$ cat config.mk
export PLATFORM = sky130hd
export DESIGN_NAME = issue_core
export DESIGN_NICKNAME = d
export VERILOG_FILES = /design/src/issue_core_pkg.sv /design/src/prf.sv /design/src/rs_entry.sv /design/src/rs.sv /design/src/alu_exec.sv /design/src/issue_core.sv
export VERILOG_INCLUDE_DIRS = /design/src
export SDC_FILE = /design/constraint.sdc
export NUM_CORES = 2
export LEC_CHECK = 0
export BUFFER_PORTS_ARGS = -buffer_cell sky130_fd_sc_hd__buf_2
export CORE_AREA = 2 2 394 396
export DETAILED_ROUTE_END_ITERATION = 7
export DIE_AREA = 0 0 396 398
export PLACE_DENSITY = 0.77
export SLEW_MARGIN = 20
export SYNTH_ARGS = -nofsm -noshare
export SYNTH_HDL_FRONTEND = slang
export SYNTH_HIERARCHICAL = 1
export SYNTH_SLANG_ARGS = --single-unit
$ cat constraint.sdc
create_clock -name clk -period 8.5 [get_ports clk]
set_clock_uncertainty 0.2 [all_clocks]
set_input_delay 0 -clock clk [delete_from_list [all_inputs] [get_ports clk]]
set_output_delay 0 -clock clk [all_outputs]
set_load 0.01 [all_outputs]
$ cat src/issue_core_cfg.svh
`ifndef ISSUE_CORE_CFG_SVH
`define ISSUE_CORE_CFG_SVH

// Register data, immediates and addresses
`define ISSUE_DATA_W 32

// Physical register file
`define ISSUE_NUM_PREGS 32
`define ISSUE_PREG_W 5

// Reorder-buffer id carried with each op
`define ISSUE_ROB_W 6

// Default reservation station depth
`define ISSUE_RS_ENTS 8

`endif

$ cat src/issue_core_pkg.sv
`default_nettype none

package issue_core_pkg;

    typedef enum logic [2:0] {
        ADD = 3'd0,
        SUB = 3'd1,
        AND = 3'd2,
        OR  = 3'd3,
        XOR = 3'd4,
        SLL = 3'd5,
        LD  = 3'd6,
        ST  = 3'd7
    } t_uop;

    // Encoding 2'd3 is unused
    typedef enum logic [1:0] {
        OP_ZERO = 2'd0,
        OP_IMM  = 2'd1,
        OP_REG  = 2'd2
    } t_optype;

    typedef enum logic {
        FU_EXE = 1'b0,
        FU_MEM = 1'b1
    } t_fu;

    function automatic t_fu uop_to_fu(input t_uop uop);
        case (uop)
            LD, ST:  return FU_MEM;
            default: return FU_EXE;
        endcase
    endfunction

endpackage

`default_nettype wire

$ cat src/prf.sv
`timescale 1ns/1ns
`default_nettype none

`include "issue_core_cfg.svh"

module prf (
    input  logic                     clk,
    input  logic                     rst_n,

    input  logic                     wr_valid [2],
    input  logic [`ISSUE_PREG_W-1:0] wr_pdst  [2],
    input  logic [`ISSUE_DATA_W-1:0] wr_data  [2],

    input  logic                     alloc_valid,
    input  logic [`ISSUE_PREG_W-1:0] alloc_pdst,

    input  logic [`ISSUE_PREG_W-1:0] chk_psrc1,
    input  logic [`ISSUE_PREG_W-1:0] chk_psrc2,
    output logic                     chk_ready1,
    output logic                     chk_ready2,

    input  logic                     rd_en   [2],
    input  logic [`ISSUE_PREG_W-1:0] rd_addr [2],
    output logic [`ISSUE_DATA_W-1:0] rd_data [2]
);

logic [`ISSUE_DATA_W-1:0]    regs [`ISSUE_NUM_PREGS];
logic [`ISSUE_NUM_PREGS-1:0] ready_q;

// Scoreboard lookup, with this cycle's writes bypassed
always_comb begin
    chk_ready1 = ready_q[chk_psrc1];
    chk_ready2 = ready_q[chk_psrc2];
    for (int p = 0; p < 2; p++) begin
        if (wr_valid[p] && wr_pdst[p] == chk_psrc1) begin
            chk_ready1 = 1'b1;
        end
        if (wr_valid[p] && wr_pdst[p] == chk_psrc2) begin
            chk_ready2 = 1'b1;
        end
    end
end

// Registers come out of reset as zero and ready
always_ff @(posedge clk or negedge rst_n) begin
    if (!rst_n) begin
        ready_q <= '1;
        for (int i = 0; i < `ISSUE_NUM_PREGS; i++) begin
            regs[i] <= '0;
        end
    end else begin
        for (int p = 0; p < 2; p++) begin
            if (wr_valid[p]) begin
                regs[wr_pdst[p]]    <= wr_data[p];
                ready_q[wr_pdst[p]] <= 1'b1;
            end
        end
        // New destination becomes pending
        if (alloc_valid) begin
            ready_q[alloc_pdst] <= 1'b0;
        end
    end
end

always_ff @(posedge clk) begin
    for (int p = 0; p < 2; p++) begin
        if (rd_en[p]) begin
            rd_data[p] <= regs[rd_addr[p]];
        end
    end
end

endmodule

`default_nettype wire

$ cat src/rs_entry.sv
`timescale 1ns/1ns
`default_nettype none

`include "issue_core_cfg.svh"

module rs_entry
    import issue_core_pkg::*;
(
    input  logic                     clk,
    input  logic                     rst_n,

    input  logic                     alloc,
    input  t_uop                     disp_uop,
    input  t_optype                  disp_src1_type,
    input  t_optype                  disp_src2_type,
    input  logic [`ISSUE_PREG_W-1:0] disp_psrc1,
    input  logic [`ISSUE_PREG_W-1:0] disp_psrc2,
    input  logic [`ISSUE_DATA_W-1:0] disp_imm,
    input  logic [`ISSUE_PREG_W-1:0] disp_pdst,
    input  logic [`ISSUE_ROB_W-1:0]  disp_robid,
    input  logic                     disp_src1_ready,
    input  logic                     disp_src2_ready,

    input  logic                     wr_valid [2],
    input  logic [`ISSUE_PREG_W-1:0] wr_pdst  [2],

    input  logic                     gnt,

    output logic                     valid,
    output logic                     req,
    output t_uop                     e_uop,
    output t_optype                  e_src1_type,
    output t_optype                  e_src2_type,
    output logic [`ISSUE_PREG_W-1:0] e_psrc1,
    output logic [`ISSUE_PREG_W-1:0] e_psrc2,
    output logic [`ISSUE_DATA_W-1:0] e_imm,
    output logic [`ISSUE_PREG_W-1:0] e_pdst,
    output logic [`ISSUE_ROB_W-1:0]  e_robid
);

logic src1_rdy_q;
logic src2_rdy_q;
logic wake1;
logic wake2;

// Wakeup on a matching writeback
always_comb begin
    wake1 = 1'b0;
    wake2 = 1'b0;
    for (int p = 0; p < 2; p++) begin
        wake1 = wake1 | (wr_valid[p] && wr_pdst[p] == e_psrc1);
        wake2 = wake2 | (wr_valid[p] && wr_pdst[p] == e_psrc2);
    end
end

always_ff @(posedge clk or negedge rst_n) begin
    if (!rst_n) begin
        valid      <= 1'b0;
        src1_rdy_q <= 1'b0;
        src2_rdy_q <= 1'b0;
    end else if (alloc) begin
        valid      <= 1'b1;
        // Non-register operands never wait
        src1_rdy_q <= (disp_src1_type != OP_REG) || disp_src1_ready;
        src2_rdy_q <= (disp_src2_type != OP_REG) || disp_src2_ready;
    end else begin
        if (gnt) begin
            valid <= 1'b0;
        end
        src1_rdy_q <= src1_rdy_q | wake1;
        src2_rdy_q <= src2_rdy_q | wake2;
    end
end

always_ff @(posedge clk) begin
    if (alloc) begin
        e_uop       <= disp_uop;
        e_src1_type <= disp_src1_type;
        e_src2_type <= disp_src2_type;
        e_psrc1     <= disp_psrc1;
        e_psrc2     <= disp_psrc2;
        e_imm       <= disp_imm;
        e_pdst      <= disp_pdst;
        e_robid     <= disp_robid;
    end
end

assign req = valid && src1_rdy_q && src2_rdy_q;

endmodule

`default_nettype wire

$ cat src/rs.sv
`timescale 1ns/1ns
`default_nettype none

`include "issue_core_cfg.svh"

module rs
    import issue_core_pkg::*;
#(
    parameter int NUM_ENTS = `ISSUE_RS_ENTS
) (
    input  logic                     clk,
    input  logic                     rst_n,

    output logic                     rs_full,
    input  logic                     disp_valid,
    input  t_uop                     disp_uop,
    input  t_optype                  disp_src1_type,
    input  t_optype                  disp_src2_type,
    input  logic [`ISSUE_PREG_W-1:0] disp_psrc1,
    input  logic [`ISSUE_PREG_W-1:0] disp_psrc2,
    input  logic [`ISSUE_DATA_W-1:0] disp_imm,
    input  logic [`ISSUE_PREG_W-1:0] disp_pdst,
    input  logic [`ISSUE_ROB_W-1:0]  disp_robid,
    input  logic                     disp_src1_ready,
    input  logic                     disp_src2_ready,

    input  logic                     wr_valid [2],
    input  logic [`ISSUE_PREG_W-1:0] wr_pdst  [2],

    output logic                     rd_en   [2],
    output logic [`ISSUE_PREG_W-1:0] rd_addr [2],
    input  logic [`ISSUE_DATA_W-1:0] rd_data [2],

    output logic                     ex_iss,
    output logic                     mm_iss,
    output t_uop                     iss_uop,
    output logic [`ISSUE_PREG_W-1:0] iss_pdst,
    output logic [`ISSUE_ROB_W-1:0]  iss_robid,
    output logic [`ISSUE_DATA_W-1:0] iss_src1_val,
    output logic [`ISSUE_DATA_W-1:0] iss_src2_val
);

localparam int IDX_W = (NUM_ENTS > 1) ? $clog2(NUM_ENTS) : 1;

logic [NUM_ENTS-1:0]      ent_valid;
logic [NUM_ENTS-1:0]      ent_req;
logic [NUM_ENTS-1:0]      ent_alloc;
logic [NUM_ENTS-1:0]      ent_gnt;
t_uop                     e_uop       [NUM_ENTS];
t_optype                  e_src1_type [NUM_ENTS];
t_optype                  e_src2_type [NUM_ENTS];
logic [`ISSUE_PREG_W-1:0] e_psrc1     [NUM_ENTS];
logic [`ISSUE_PREG_W-1:0] e_psrc2     [NUM_ENTS];
logic [`ISSUE_DATA_W-1:0] e_imm       [NUM_ENTS];
logic [`ISSUE_PREG_W-1:0] e_pdst      [NUM_ENTS];
logic [`ISSUE_ROB_W-1:0]  e_robid     [NUM_ENTS];

logic [IDX_W-1:0]         alloc_idx;
logic [IDX_W-1:0]         sel_idx;
logic                     any_req;

// rs1 to rs2 staging
logic                     iss_q;
t_uop                     q_uop;
t_optype                  q_src1_type;
t_optype                  q_src2_type;
logic [`ISSUE_DATA_W-1:0] q_imm;
logic [`ISSUE_PREG_W-1:0] q_pdst;
logic [`ISSUE_ROB_W-1:0]  q_robid;

function automatic logic [`ISSUE_DATA_W-1:0] opsel(
    input t_optype                  optype,
    input logic [`ISSUE_DATA_W-1:0] imm,
    input logic [`ISSUE_DATA_W-1:0] reg_data
);
    case (optype)
        OP_REG:  return reg_data;
        OP_IMM:  return imm;
        default: return '0;
    endcase
endfunction

// Lowest free entry and lowest requester, scanned top down
always_comb begin
    alloc_idx = '0;
    sel_idx   = '0;
    any_req   = 1'b0;
    for (int i = NUM_ENTS - 1; i >= 0; i--) begin
        if (!ent_valid[i]) begin
            alloc_idx = IDX_W'(i);
        end
        if (ent_req[i]) begin
            sel_idx = IDX_W'(i);
            any_req = 1'b1;
        end
    end
end

assign rs_full = &ent_valid;

always_comb begin
    for (int i = 0; i < NUM_ENTS; i++) begin
        ent_alloc[i] = disp_valid && !rs_full && alloc_idx == IDX_W'(i);
        ent_gnt[i]   = any_req && sel_idx == IDX_W'(i);
    end
end

// Operand read issued in rs1
assign rd_en[0]   = any_req && e_src1_type[sel_idx] == OP_REG;
assign rd_addr[0] = e_psrc1[sel_idx];
assign rd_en[1]   = any_req && e_src2_type[sel_idx] == OP_REG;
assign rd_addr[1] = e_psrc2[sel_idx];

always_ff @(posedge clk or negedge rst_n) begin
    if (!rst_n) begin
        iss_q <= 1'b0;
    end else begin
        iss_q <= any_req;
    end
end

always_ff @(posedge clk) begin
    if (any_req) begin
        q_uop       <= e_uop[sel_idx];
        q_src1_type <= e_src1_type[sel_idx];
        q_src2_type <= e_src2_type[sel_idx];
        q_imm       <= e_imm[sel_idx];
        q_pdst      <= e_pdst[sel_idx];
        q_robid     <= e_robid[sel_idx];
    end
end

assign iss_uop      = q_uop;
assign iss_pdst     = q_pdst;
assign iss_robid    = q_robid;
assign iss_src1_val = opsel(q_src1_type, q_imm, rd_data[0]);
assign iss_src2_val = opsel(q_src2_type, q_imm, rd_data[1]);
assign ex_iss       = iss_q && uop_to_fu(q_uop) == FU_EXE;
assign mm_iss       = iss_q && uop_to_fu(q_uop) == FU_MEM;

for (genvar i = 0; i < NUM_ENTS; i++) begin : g_ent
    rs_entry u_rs_entry (
        .clk             (clk),
        .rst_n           (rst_n),
        .alloc           (ent_alloc[i]),
        .disp_uop        (disp_uop),
        .disp_src1_type  (disp_src1_type),
        .disp_src2_type  (disp_src2_type),
        .disp_psrc1      (disp_psrc1),
        .disp_psrc2      (disp_psrc2),
        .disp_imm        (disp_imm),
        .disp_pdst       (disp_pdst),
        .disp_robid      (disp_robid),
        .disp_src1_ready (disp_src1_ready),
        .disp_src2_ready (disp_src2_ready),
        .wr_valid        (wr_valid),
        .wr_pdst         (wr_pdst),
        .gnt             (ent_gnt[i]),
        .valid           (ent_valid[i]),
        .req             (ent_req[i]),
        .e_uop           (e_uop[i]),
        .e_src1_type     (e_src1_type[i]),
        .e_src2_type     (e_src2_type[i]),
        .e_psrc1         (e_psrc1[i]),
        .e_psrc2         (e_psrc2[i]),
        .e_imm           (e_imm[i]),
        .e_pdst          (e_pdst[i]),
        .e_robid         (e_robid[i])
    );
end

endmodule

`default_nettype wire

$ cat src/alu_exec.sv
`timescale 1ns/1ns
`default_nettype none

`include "issue_core_cfg.svh"

module alu_exec
    import issue_core_pkg::*;
(
    input  logic                     clk,
    input  logic                     rst_n,

    input  logic                     ex_iss,
    input  t_uop                     iss_uop,
    input  logic [`ISSUE_PREG_W-1:0] iss_pdst,
    input  logic [`ISSUE_DATA_W-1:0] iss_src1_val,
    input  logic [`ISSUE_DATA_W-1:0] iss_src2_val,

    output logic                     alu_wr_valid,
    output logic [`ISSUE_PREG_W-1:0] alu_wr_pdst,
    output logic [`ISSUE_DATA_W-1:0] alu_wr_data
);

logic [`ISSUE_DATA_W-1:0] result;

always_comb begin
    case (iss_uop)
        ADD:     result = iss_src1_val + iss_src2_val;
        SUB:     result = iss_src1_val - iss_src2_val;
        AND:     result = iss_src1_val & iss_src2_val;
        OR:      result = iss_src1_val | iss_src2_val;
        XOR:     result = iss_src1_val ^ iss_src2_val;
        // Shift amount from the low five bits only
        SLL:     result = iss_src1_val << iss_src2_val[4:0];
        default: result = '0;
    endcase
end

// Result goes back the same cycle it issues
assign alu_wr_valid = ex_iss;
assign alu_wr_pdst  = iss_pdst;
assign alu_wr_data  = result;

endmodule

`default_nettype wire

$ cat src/issue_core.sv
`timescale 1ns/1ns
`default_nettype none

`include "issue_core_cfg.svh"

module issue_core
    import issue_core_pkg::*;
(
    input  logic                     clk,
    input  logic                     rst_n,

    input  logic                     disp_valid,
    input  t_uop                     disp_uop,
    input  t_optype                  disp_src1_type,
    input  t_optype                  disp_src2_type,
    input  logic [`ISSUE_PREG_W-1:0] disp_psrc1,
    input  logic [`ISSUE_PREG_W-1:0] disp_psrc2,
    input  logic [`ISSUE_DATA_W-1:0] disp_imm,
    input  logic [`ISSUE_PREG_W-1:0] disp_pdst,
    input  logic [`ISSUE_ROB_W-1:0]  disp_robid,
    output logic                     rs_full,

    input  logic                     ext_wr_valid,
    input  logic [`ISSUE_PREG_W-1:0] ext_wr_pdst,
    input  logic [`ISSUE_DATA_W-1:0] ext_wr_data,

    output logic                     ex_iss,
    output logic                     mm_iss,
    output t_uop                     iss_uop,
    output logic [`ISSUE_PREG_W-1:0] iss_pdst,
    output logic [`ISSUE_ROB_W-1:0]  iss_robid,
    output logic [`ISSUE_DATA_W-1:0] iss_src1_val,
    output logic [`ISSUE_DATA_W-1:0] iss_src2_val,

    output logic                     alu_wr_valid,
    output logic [`ISSUE_PREG_W-1:0] alu_wr_pdst,
    output logic [`ISSUE_DATA_W-1:0] alu_wr_data
);

logic                     wr_valid [2];
logic [`ISSUE_PREG_W-1:0] wr_pdst  [2];
logic [`ISSUE_DATA_W-1:0] wr_data  [2];
logic                     rd_en    [2];
logic [`ISSUE_PREG_W-1:0] rd_addr  [2];
logic [`ISSUE_DATA_W-1:0] rd_data  [2];
logic                     src1_ready;
logic                     src2_ready;
logic                     alloc_valid;

// Port 0 is the ALU, port 1 the external load return
assign wr_valid[0] = alu_wr_valid;
assign wr_pdst[0]  = alu_wr_pdst;
assign wr_data[0]  = alu_wr_data;
assign wr_valid[1] = ext_wr_valid;
assign wr_pdst[1]  = ext_wr_pdst;
assign wr_data[1]  = ext_wr_data;

// Stores have no destination
assign alloc_valid = disp_valid && disp_uop != ST;

prf u_prf (
    .clk         (clk),
    .rst_n       (rst_n),
    .wr_valid    (wr_valid),
    .wr_pdst     (wr_pdst),
    .wr_data     (wr_data),
    .alloc_valid (alloc_valid),
    .alloc_pdst  (disp_pdst),
    .chk_psrc1   (disp_psrc1),
    .chk_psrc2   (disp_psrc2),
    .chk_ready1  (src1_ready),
    .chk_ready2  (src2_ready),
    .rd_en       (rd_en),
    .rd_addr     (rd_addr),
    .rd_data     (rd_data)
);

rs #(
    .NUM_ENTS (`ISSUE_RS_ENTS)
) u_rs (
    .clk             (clk),
    .rst_n           (rst_n),
    .rs_full         (rs_full),
    .disp_valid      (disp_valid),
    .disp_uop        (disp_uop),
    .disp_src1_type  (disp_src1_type),
    .disp_src2_type  (disp_src2_type),
    .disp_psrc1      (disp_psrc1),
    .disp_psrc2      (disp_psrc2),
    .disp_imm        (disp_imm),
    .disp_pdst       (disp_pdst),
    .disp_robid      (disp_robid),
    .disp_src1_ready (src1_ready),
    .disp_src2_ready (src2_ready),
    .wr_valid        (wr_valid),
    .wr_pdst         (wr_pdst),
    .rd_en           (rd_en),
    .rd_addr         (rd_addr),
    .rd_data         (rd_data),
    .ex_iss          (ex_iss),
    .mm_iss          (mm_iss),
    .iss_uop         (iss_uop),
    .iss_pdst        (iss_pdst),
    .iss_robid       (iss_robid),
    .iss_src1_val    (iss_src1_val),
    .iss_src2_val    (iss_src2_val)
);

alu_exec u_alu_exec (
    .clk          (clk),
    .rst_n        (rst_n),
    .ex_iss       (ex_iss),
    .iss_uop      (iss_uop),
    .iss_pdst     (iss_pdst),
    .iss_src1_val (iss_src1_val),
    .iss_src2_val (iss_src2_val),
    .alu_wr_valid (alu_wr_valid),
    .alu_wr_pdst  (alu_wr_pdst),
    .alu_wr_data  (alu_wr_data)
);

endmodule

`default_nettype wire

### Yosys cells after proc, flatten, opt, wreduce, memory -nomap -nowiden

Cells that the tools add are included.
Widths: inputs -> output; s select.

* word-level logic and storage cells: 469
* output and inout port bits: 119
* bits of input ports: 101
* register bits after elaboration: 1675

* add/subtract/negate cells: 2
* mux-type cells: 115
* reductions and logical operators: 95
* shift-type cells: 1
* order comparisons: 15
* bitwise operators: 45
* equal/unequal tests: 66

Operators with widths (number)
* $bwmux 1024: 2
* $mux 1024: 2
* $mux 32: 11
* $bmux 32 s5: 2
* $demux 32 s5: 2
* $pmux 32 s6: 1
* $eq 5x5->1: 36
* $pmux 32 s2: 2
* $bmux 32 s3: 1
* $or 32x32->32: 3
* $logic_and 1x1->1: 79
* $and 32x32->32: 2
* $mux 3: 18
* $mux 1: 50
* $bmux 5 s3: 3
* $eq 3x3->1 const B: 12
* $add 32x32->32: 1
* $not 32->32: 1
* $or 1x1->1: 32
* $shl 32x5->32: 1
* $sub 32x32->32: 1
* $xor 32x32->32: 1
* $lt 5x6->1 const B: 5
* $mux 5: 6
* 26 further kinds: 65

### Depth between registers and ports, before layout

* depth after elaboration: 18
* gate-level depth with buffers: 28
* depth with buffers taken out: 22

### Modules after synthesis

Netlist, hierarchy kept.

Modules (own cells, without submodules)
* prf: area an instance 67412.2 µm², instances 1, sequential area each 28387.2 µm², cells an instance 5892
* rs_entry: area an instance 2149.6 µm², instances 8, sequential area each 1876.8 µm², cells an instance 98
* rs: area an instance 6834.1 µm², instances 1, sequential area each 1526.5 µm², cells an instance 856
* alu_exec: area an instance 6139.6 µm², instances 1, sequential area each 0.0 µm², cells an instance 905
* issue_core: area an instance 10.0 µm², instances 1, sequential area each 0.0 µm², cells an instance 2

### Worst setup path before layout

No wires, ideal clock.

* kind: register to register
* start point: reg u_rs.g_ent[0].u_rs_entry.valid
* end point: reg u_rs.g_ent[3].u_rs_entry.src2_rdy_q
* setup time: 130 ps
* data required time: 8170 ps
* setup slack: 2345 ps
* data arrival time: 5824 ps
* path buffers: 0
* period minus slack after synthesis: 6155 ps
* stages on the path, launching flop included: 5
* cell sequence: dfrtp_1 -> nand3_1 -> nor3b_1 -> nor4bb_1 -> a21oi_1

* cells in the longest elaborated chain, start to end: 5
* elaborated cells on any way between the ends: 7
* classes of those cells: eq/ne (1); mux (2); reduce/logical (4)

Ends and longest elaborated chain
* start, declared: RTL line rs_entry.sv:29 `output logic valid,`
* start signal, assigned: RTL line rs_entry.sv:58 `valid <= 1'b0;`
* start signal, assigned: RTL line rs_entry.sv:62 `valid <= 1'b1;`
* start signal, assigned: RTL line rs_entry.sv:68 `valid <= 1'b0;`
* $reduce_and 8->1: RTL line rs.sv:99 `assign rs_full = &ent_valid;`
* $logic_not 1->1: RTL line rs.sv:103 `ent_alloc[i] = disp_valid && !rs_full && alloc_idx == IDX_W'(i);`
* $logic_and 1x1->1: RTL line rs.sv:103
* $logic_and 1x1->1 *: RTL line rs.sv:103
* named net u_rs.ent_alloc[3]: RTL line rs.sv:47 `logic [NUM_ENTS-1:0] ent_alloc;`
* $mux 1 *: RTL line rs_entry.sv:61 `end else if (alloc) begin`
* end signal, assigned: RTL line rs_entry.sv:65 `src2_rdy_q <= (disp_src2_type != OP_REG) || disp_src2_ready;`
* end signal, assigned: RTL line rs_entry.sv:71 `src2_rdy_q <= src2_rdy_q | wake2;`
* end, declared: RTL line rs_entry.sv:42 `logic src2_rdy_q;`

The timed path passes the listed nets; every way through them passes the cells marked *.
A chain may end at the register's enable or synchronous reset.

### Worst setup path in the final report

* start point: reg u_rs.q_src2_type[0]
* end point: out alu_wr_data[29]

* cells in the longest elaborated chain, start to end: 4
* elaborated cells on any way between the ends: 10
* classes of those cells: add/sub (2); eq/ne (2); shift (1); mux (2); bitwise (3)

Ends and longest elaborated chain
* start, declared: RTL line rs.sv:66 `t_optype q_src2_type;`
* start signal, assigned: RTL line rs.sv:126 `q_src2_type <= e_src2_type[sel_idx];`
* $eq 2x1->1 / $eq 2x2->1 (equally long branches): RTL line rs.sv:76 `case (optype)`
* $pmux 32 s2 *: RTL line rs.sv:76
* $sub 32x32->32 (tied with other cells): RTL line alu_exec.sv:28 `SUB: result = iss_src1_val - iss_src2_val;`
* $pmux 32 s6 *: RTL line alu_exec.sv:26 `case (iss_uop)`
* end, declared: RTL line issue_core.sv:37 `` output logic [`ISSUE_DATA_W-1:0] alu_wr_data ``

Every way passes the cells marked *; elsewhere a longest branch is shown, timed or not.

==> results.json <==
{
  "antenna_found_initial": 22,
  "vias": 78387,
  "required_ns": 8.30,
  "vias_per_cell": 7.42,
  "worstPathCellList": "inv_1 -> ha_1 -> buf_4 -> nor2_1 -> buf_4 -> or3_1 -> or3_1 -> o21ai_0 -> xnor2_1 -> ha_1 -> a21oi_1 -> nor2_1 -> o311ai_1 -> nand3_1 -> a311oi_1 -> mux2i_1 -> o21ai_2 -> buf_4 -> buf_2",
  "routedWlPerCell_um": 33.4,
  "reg2reg_from": "u_rs/q_src2_type[0]",
  "place_ws_ns": 1.98,
  "max_freq_ghz": 0.135,
  "worst-r2r-setup-slack_ns": 1.68,
  "route.met2.wl_um": 151000,
  "grt_pass1_wl_um": 512000,
  "post-cts-setup-buffer-count": 0,
  "dieWidth_um": 396,
  "synth_edf_count": 594,
  "hold_depth": 3,
  "fin_nets": 8563,
  "synth_fp_nets": 8642,
  "cts.repair.resized": 0,
  "synth_area_um2": 97600,
  "synthCells": 8439,
  "utilization_pct": 70.5,
  "ios": 220,
  "wl_um": 353000,
  "ys_types": 93,
  "die_h_um": 398,
  "wl_met3_um": 55100,
  "startpoint_type": "register",
  "setup_slack_ns": 1.09,
  "slowest_stage": "o311ai_1",
  "die_area_um2": 158000,
  "ys_ff_latch": 1675,
  "max_slew_margin_pct": 14.2,
  "end_kind": "primary output",
  "grt_pass1_vias": 75842,
  "clock_tree.root_cell": "clkbuf_16",
  "reg2reg_depth": 21,
  "reg2reg_to": "u_prf/regs[58]",
  "drc_errors": 3,
  "cp_num_buf_inv": 5,
  "wl_met1_um": 120000,
  "synth-async-reset-ratio_pct": 64.5,
  "hpwlAfterDp_um": 200000,
  "path_clk_slew_ns": 0.06,
  "drive_gt1_share_pct": 19.0,
  "core_um2": 153000,
  "start_util_pct": 63.6,
  "clkSinkCount": 1675,
  "min_to": "u_rs/g_ent[0].u_rs_entry/e_psrc1[2]",
  "crit_family": "compound AO/OA/AOI/OAI gates",
  "overflow": 0,
  "worstHoldStart": "disp_valid",
  "clk-insertion-delay-late_ns": 0.87,
  "drv_cap": 0,
  "ys_seq_area_share_pct": 46.0,
  "ant_nets": 0,
  "critPathArrivalTime_ns": 7.21,
  "postCtsHoldBufs": 175,
  "place.port_buffers": 219,
  "grt_max_degree": 161,
  "status": "complete, but fails checks",
  "h-tree-depth": 4,
  "drt_iter0_markers": 12878,
  "synth_flop_cell": "dfrtp_1",
  "numCtsBuffers": 176,
  "maxSlewViolCount": 0,
  "rsz0062_at_grt": "false",
  "min_period_over_period_pct": 87.2,
  "cpPeakStageDelay_ns": 0.73,
  "highest_layer": "met5",
  "avgSynthCellArea_um2": 11.6,
  "setup_violations": 0,
  "cpMostUsedCell": "buf_4",
  "post-route-min-period_ns": 7.41,
  "cts_tree": "built",
  "clk_path_buf_depth": 3,
  "worstMarginPinSlew_ns": 1.29,
  "failed_checks": "design-rule violations",
  "track_usage_pct": 44.4,
  "hold_path.class": "in -> reg",
  "yosysWarnings": 6,
  "place_congestion": 1.02,
  "drtPass1Iterations": 8,
  "crit_fanout": 33,
  "fin_tns_setup_ns": 0,
  "final_hold_viol_count": 0,
  "syn2layout_area_growth_pct": 10.8,
  "critPathKind": "reg -> out",
  "num_rows": 144
}
## worst reg2reg max path, stage by stage (launching register included)
cell       delay [ns]
edfxtp_1         0.37
inv_1            0.05
ha_1             0.55
buf_4            0.37
nor2_1           0.10
buf_4            0.23
or3_1            0.45
or3_1            0.37
nor2_1           0.53
a21oi_1          0.18
xnor2_1          0.16
ha_1             0.44
nand2_1          0.10
or3_4            0.41
a2111oi_4        0.37
o31ai_2          0.15
a21oi_2          0.26
mux2i_1          0.32
a221o_1          0.20
buf_4            0.42
mux2i_1          0.24
a21oi_1          0.20
## synthesized netlist by cell type, drive strengths merged (29+ instances only)
library cell | instances | area (um^2)
or3 | 36 | 230
mux2i | 1079 | 10800
nor2b | 48 | 300
nand3 | 29 | 145
nor4 | 38 | 244
a21oi | 481 | 2410
xnor2 | 93 | 815
o21a | 30 | 225
nand2 | 915 | 3440
mux2 | 91 | 1020
a221o | 56 | 561
a31oi | 48 | 300
a221oi | 104 | 917
o21ai | 764 | 3820
mux4 | 654 | 14700
and2 | 35 | 219
dfrtp | 1049 | 26300
edfxtp | 594 | 17800
xor2 | 136 | 1190
buf | 274 | 1410
clkbuf | 563 | 2110
dfstp | 32 | 841
a21o | 42 | 315
ha | 101 | 1260
nor2 | 582 | 2200
inv | 148 | 556
a22oi | 81 | 608
## routing by layer
metal	track usage [%]	up-vias
met5	0	-
met4	28.2	16
met3	15.9	1683
met2	63.6	6922
met1	57.8	38521
li1	-	31245
## final cells by class
cell class / count / area [um^2]
Sequential cell: 1675 / 44900
Clock inverter: 84 / 1160
Multi-Input combinational cell: 5777 / 49400
Antenna cell: 11 / 27.5
Clock buffer: 246 / 4930
Fill cell: 10348 / 45200
Tap cell: 2044 / 2560
Timing Repair Buffer: 580 / 4570
Inverter: 150 / 563
## metrics by stage
step / area, um^2 / instances / hold WS [ns]
global route: 108000 / 10562 / 0.0269
finish: 108000 / 10567 / 0.0457
global placement: 100000 / 10048 / -0.206
detailed placement: 100000 / 10049 / -0.200
floorplan: 97600 / 8439 / -0.496
CTS: 108000 / 10554 / 0.000822
## cells in the final DEF (no fill, tap or decap), types with 44 or more instances in the layout
master and instances:
mux2i_1 1079, nand2_1 886, a21oi_1 479, ha_1 101
dlygate4sd3_1 174, xnor2_1 93, nor2_1 537, dfrtp_1 1049
o21ai_0 736, buf_4 163, xor2_1 136, edfxtp_1 594
mux2_2 91, a22oi_1 81, inv_1 143, clkbuf_1 44
buf_2 218, nor2_4 44, a31oi_1 48, clkbuf_16 176
nor2b_1 45, a221oi_1 101, a221o_1 56, mux4_2 654
## registers in the layout (all words and copies together), names as in the netlist
| name | flops |
|---|---|
| u_prf/regs | 1024 |
| u_rs/g_ent.u_rs_entry/e_imm | 256 |
| u_prf/rd_data | 64 |
| u_rs/g_ent.u_rs_entry/e_robid | 48 |
| u_rs/g_ent.u_rs_entry/e_pdst | 40 |
| u_rs/g_ent.u_rs_entry/e_psrc1 | 40 |
| u_rs/g_ent.u_rs_entry/e_psrc2 | 40 |
| u_prf/ready_q | 32 |
| u_rs/q_imm | 32 |
| u_rs/g_ent.u_rs_entry/e_uop | 24 |
| u_rs/g_ent.u_rs_entry/e_src1_type | 16 |
| u_rs/g_ent.u_rs_entry/e_src2_type | 16 |
| u_rs/g_ent.u_rs_entry/src1_rdy_q | 8 |
| u_rs/g_ent.u_rs_entry/src2_rdy_q | 8 |
| u_rs/g_ent.u_rs_entry/valid | 8 |
| u_rs/iss_robid | 6 |
| u_rs/iss_pdst | 5 |
| u_rs/iss_uop | 3 |
| u_rs/q_src1_type | 2 |
| u_rs/q_src2_type | 2 |
| u_rs/iss_q | 1 |
## logic make-up (layout without fill, tap and decap cells)
kind of cell	Yosys count	count (layout)	synth area share [%]
compound gates	1803	1803	11.2
xor+xnor	229	229	2.06
fa+ha+maj	102	102	1.32
buf+inv	987	1060	4.19
flops	1675	1675	46.0
mux	1824	1824	27.2
other cells	0	11	0
simple gates	1819	1819	7.98
## worst max-delay path by stage
stage                              startpoint                                   to  slack (ns)  cells after the start
6_report                  u_rs/q_src2_type[0]                      alu_wr_data[29]        1.09                     19
5_1_grt                   u_rs/q_src2_type[1]                      alu_wr_data[29]        0.77                     21
4_1_cts                   u_rs/q_src2_type[1]                      alu_wr_data[29]        1.28                     18
3_5_place_dp              u_rs/q_src2_type[1]                       u_prf/regs[26]        1.98                     20
3_3_place_gp              u_rs/q_src2_type[1]                      u_prf/regs[379]        2.09                     18
2_1_floorplan  u_rs/g_ent[0].u_rs_entry/valid  u_rs/g_ent[3].u_rs_entry/src2_rdy_q        2.35                      4
Power is not shown: default switching activity piles up to over one toggle a cycle in this logic, so the estimate is an artifact.
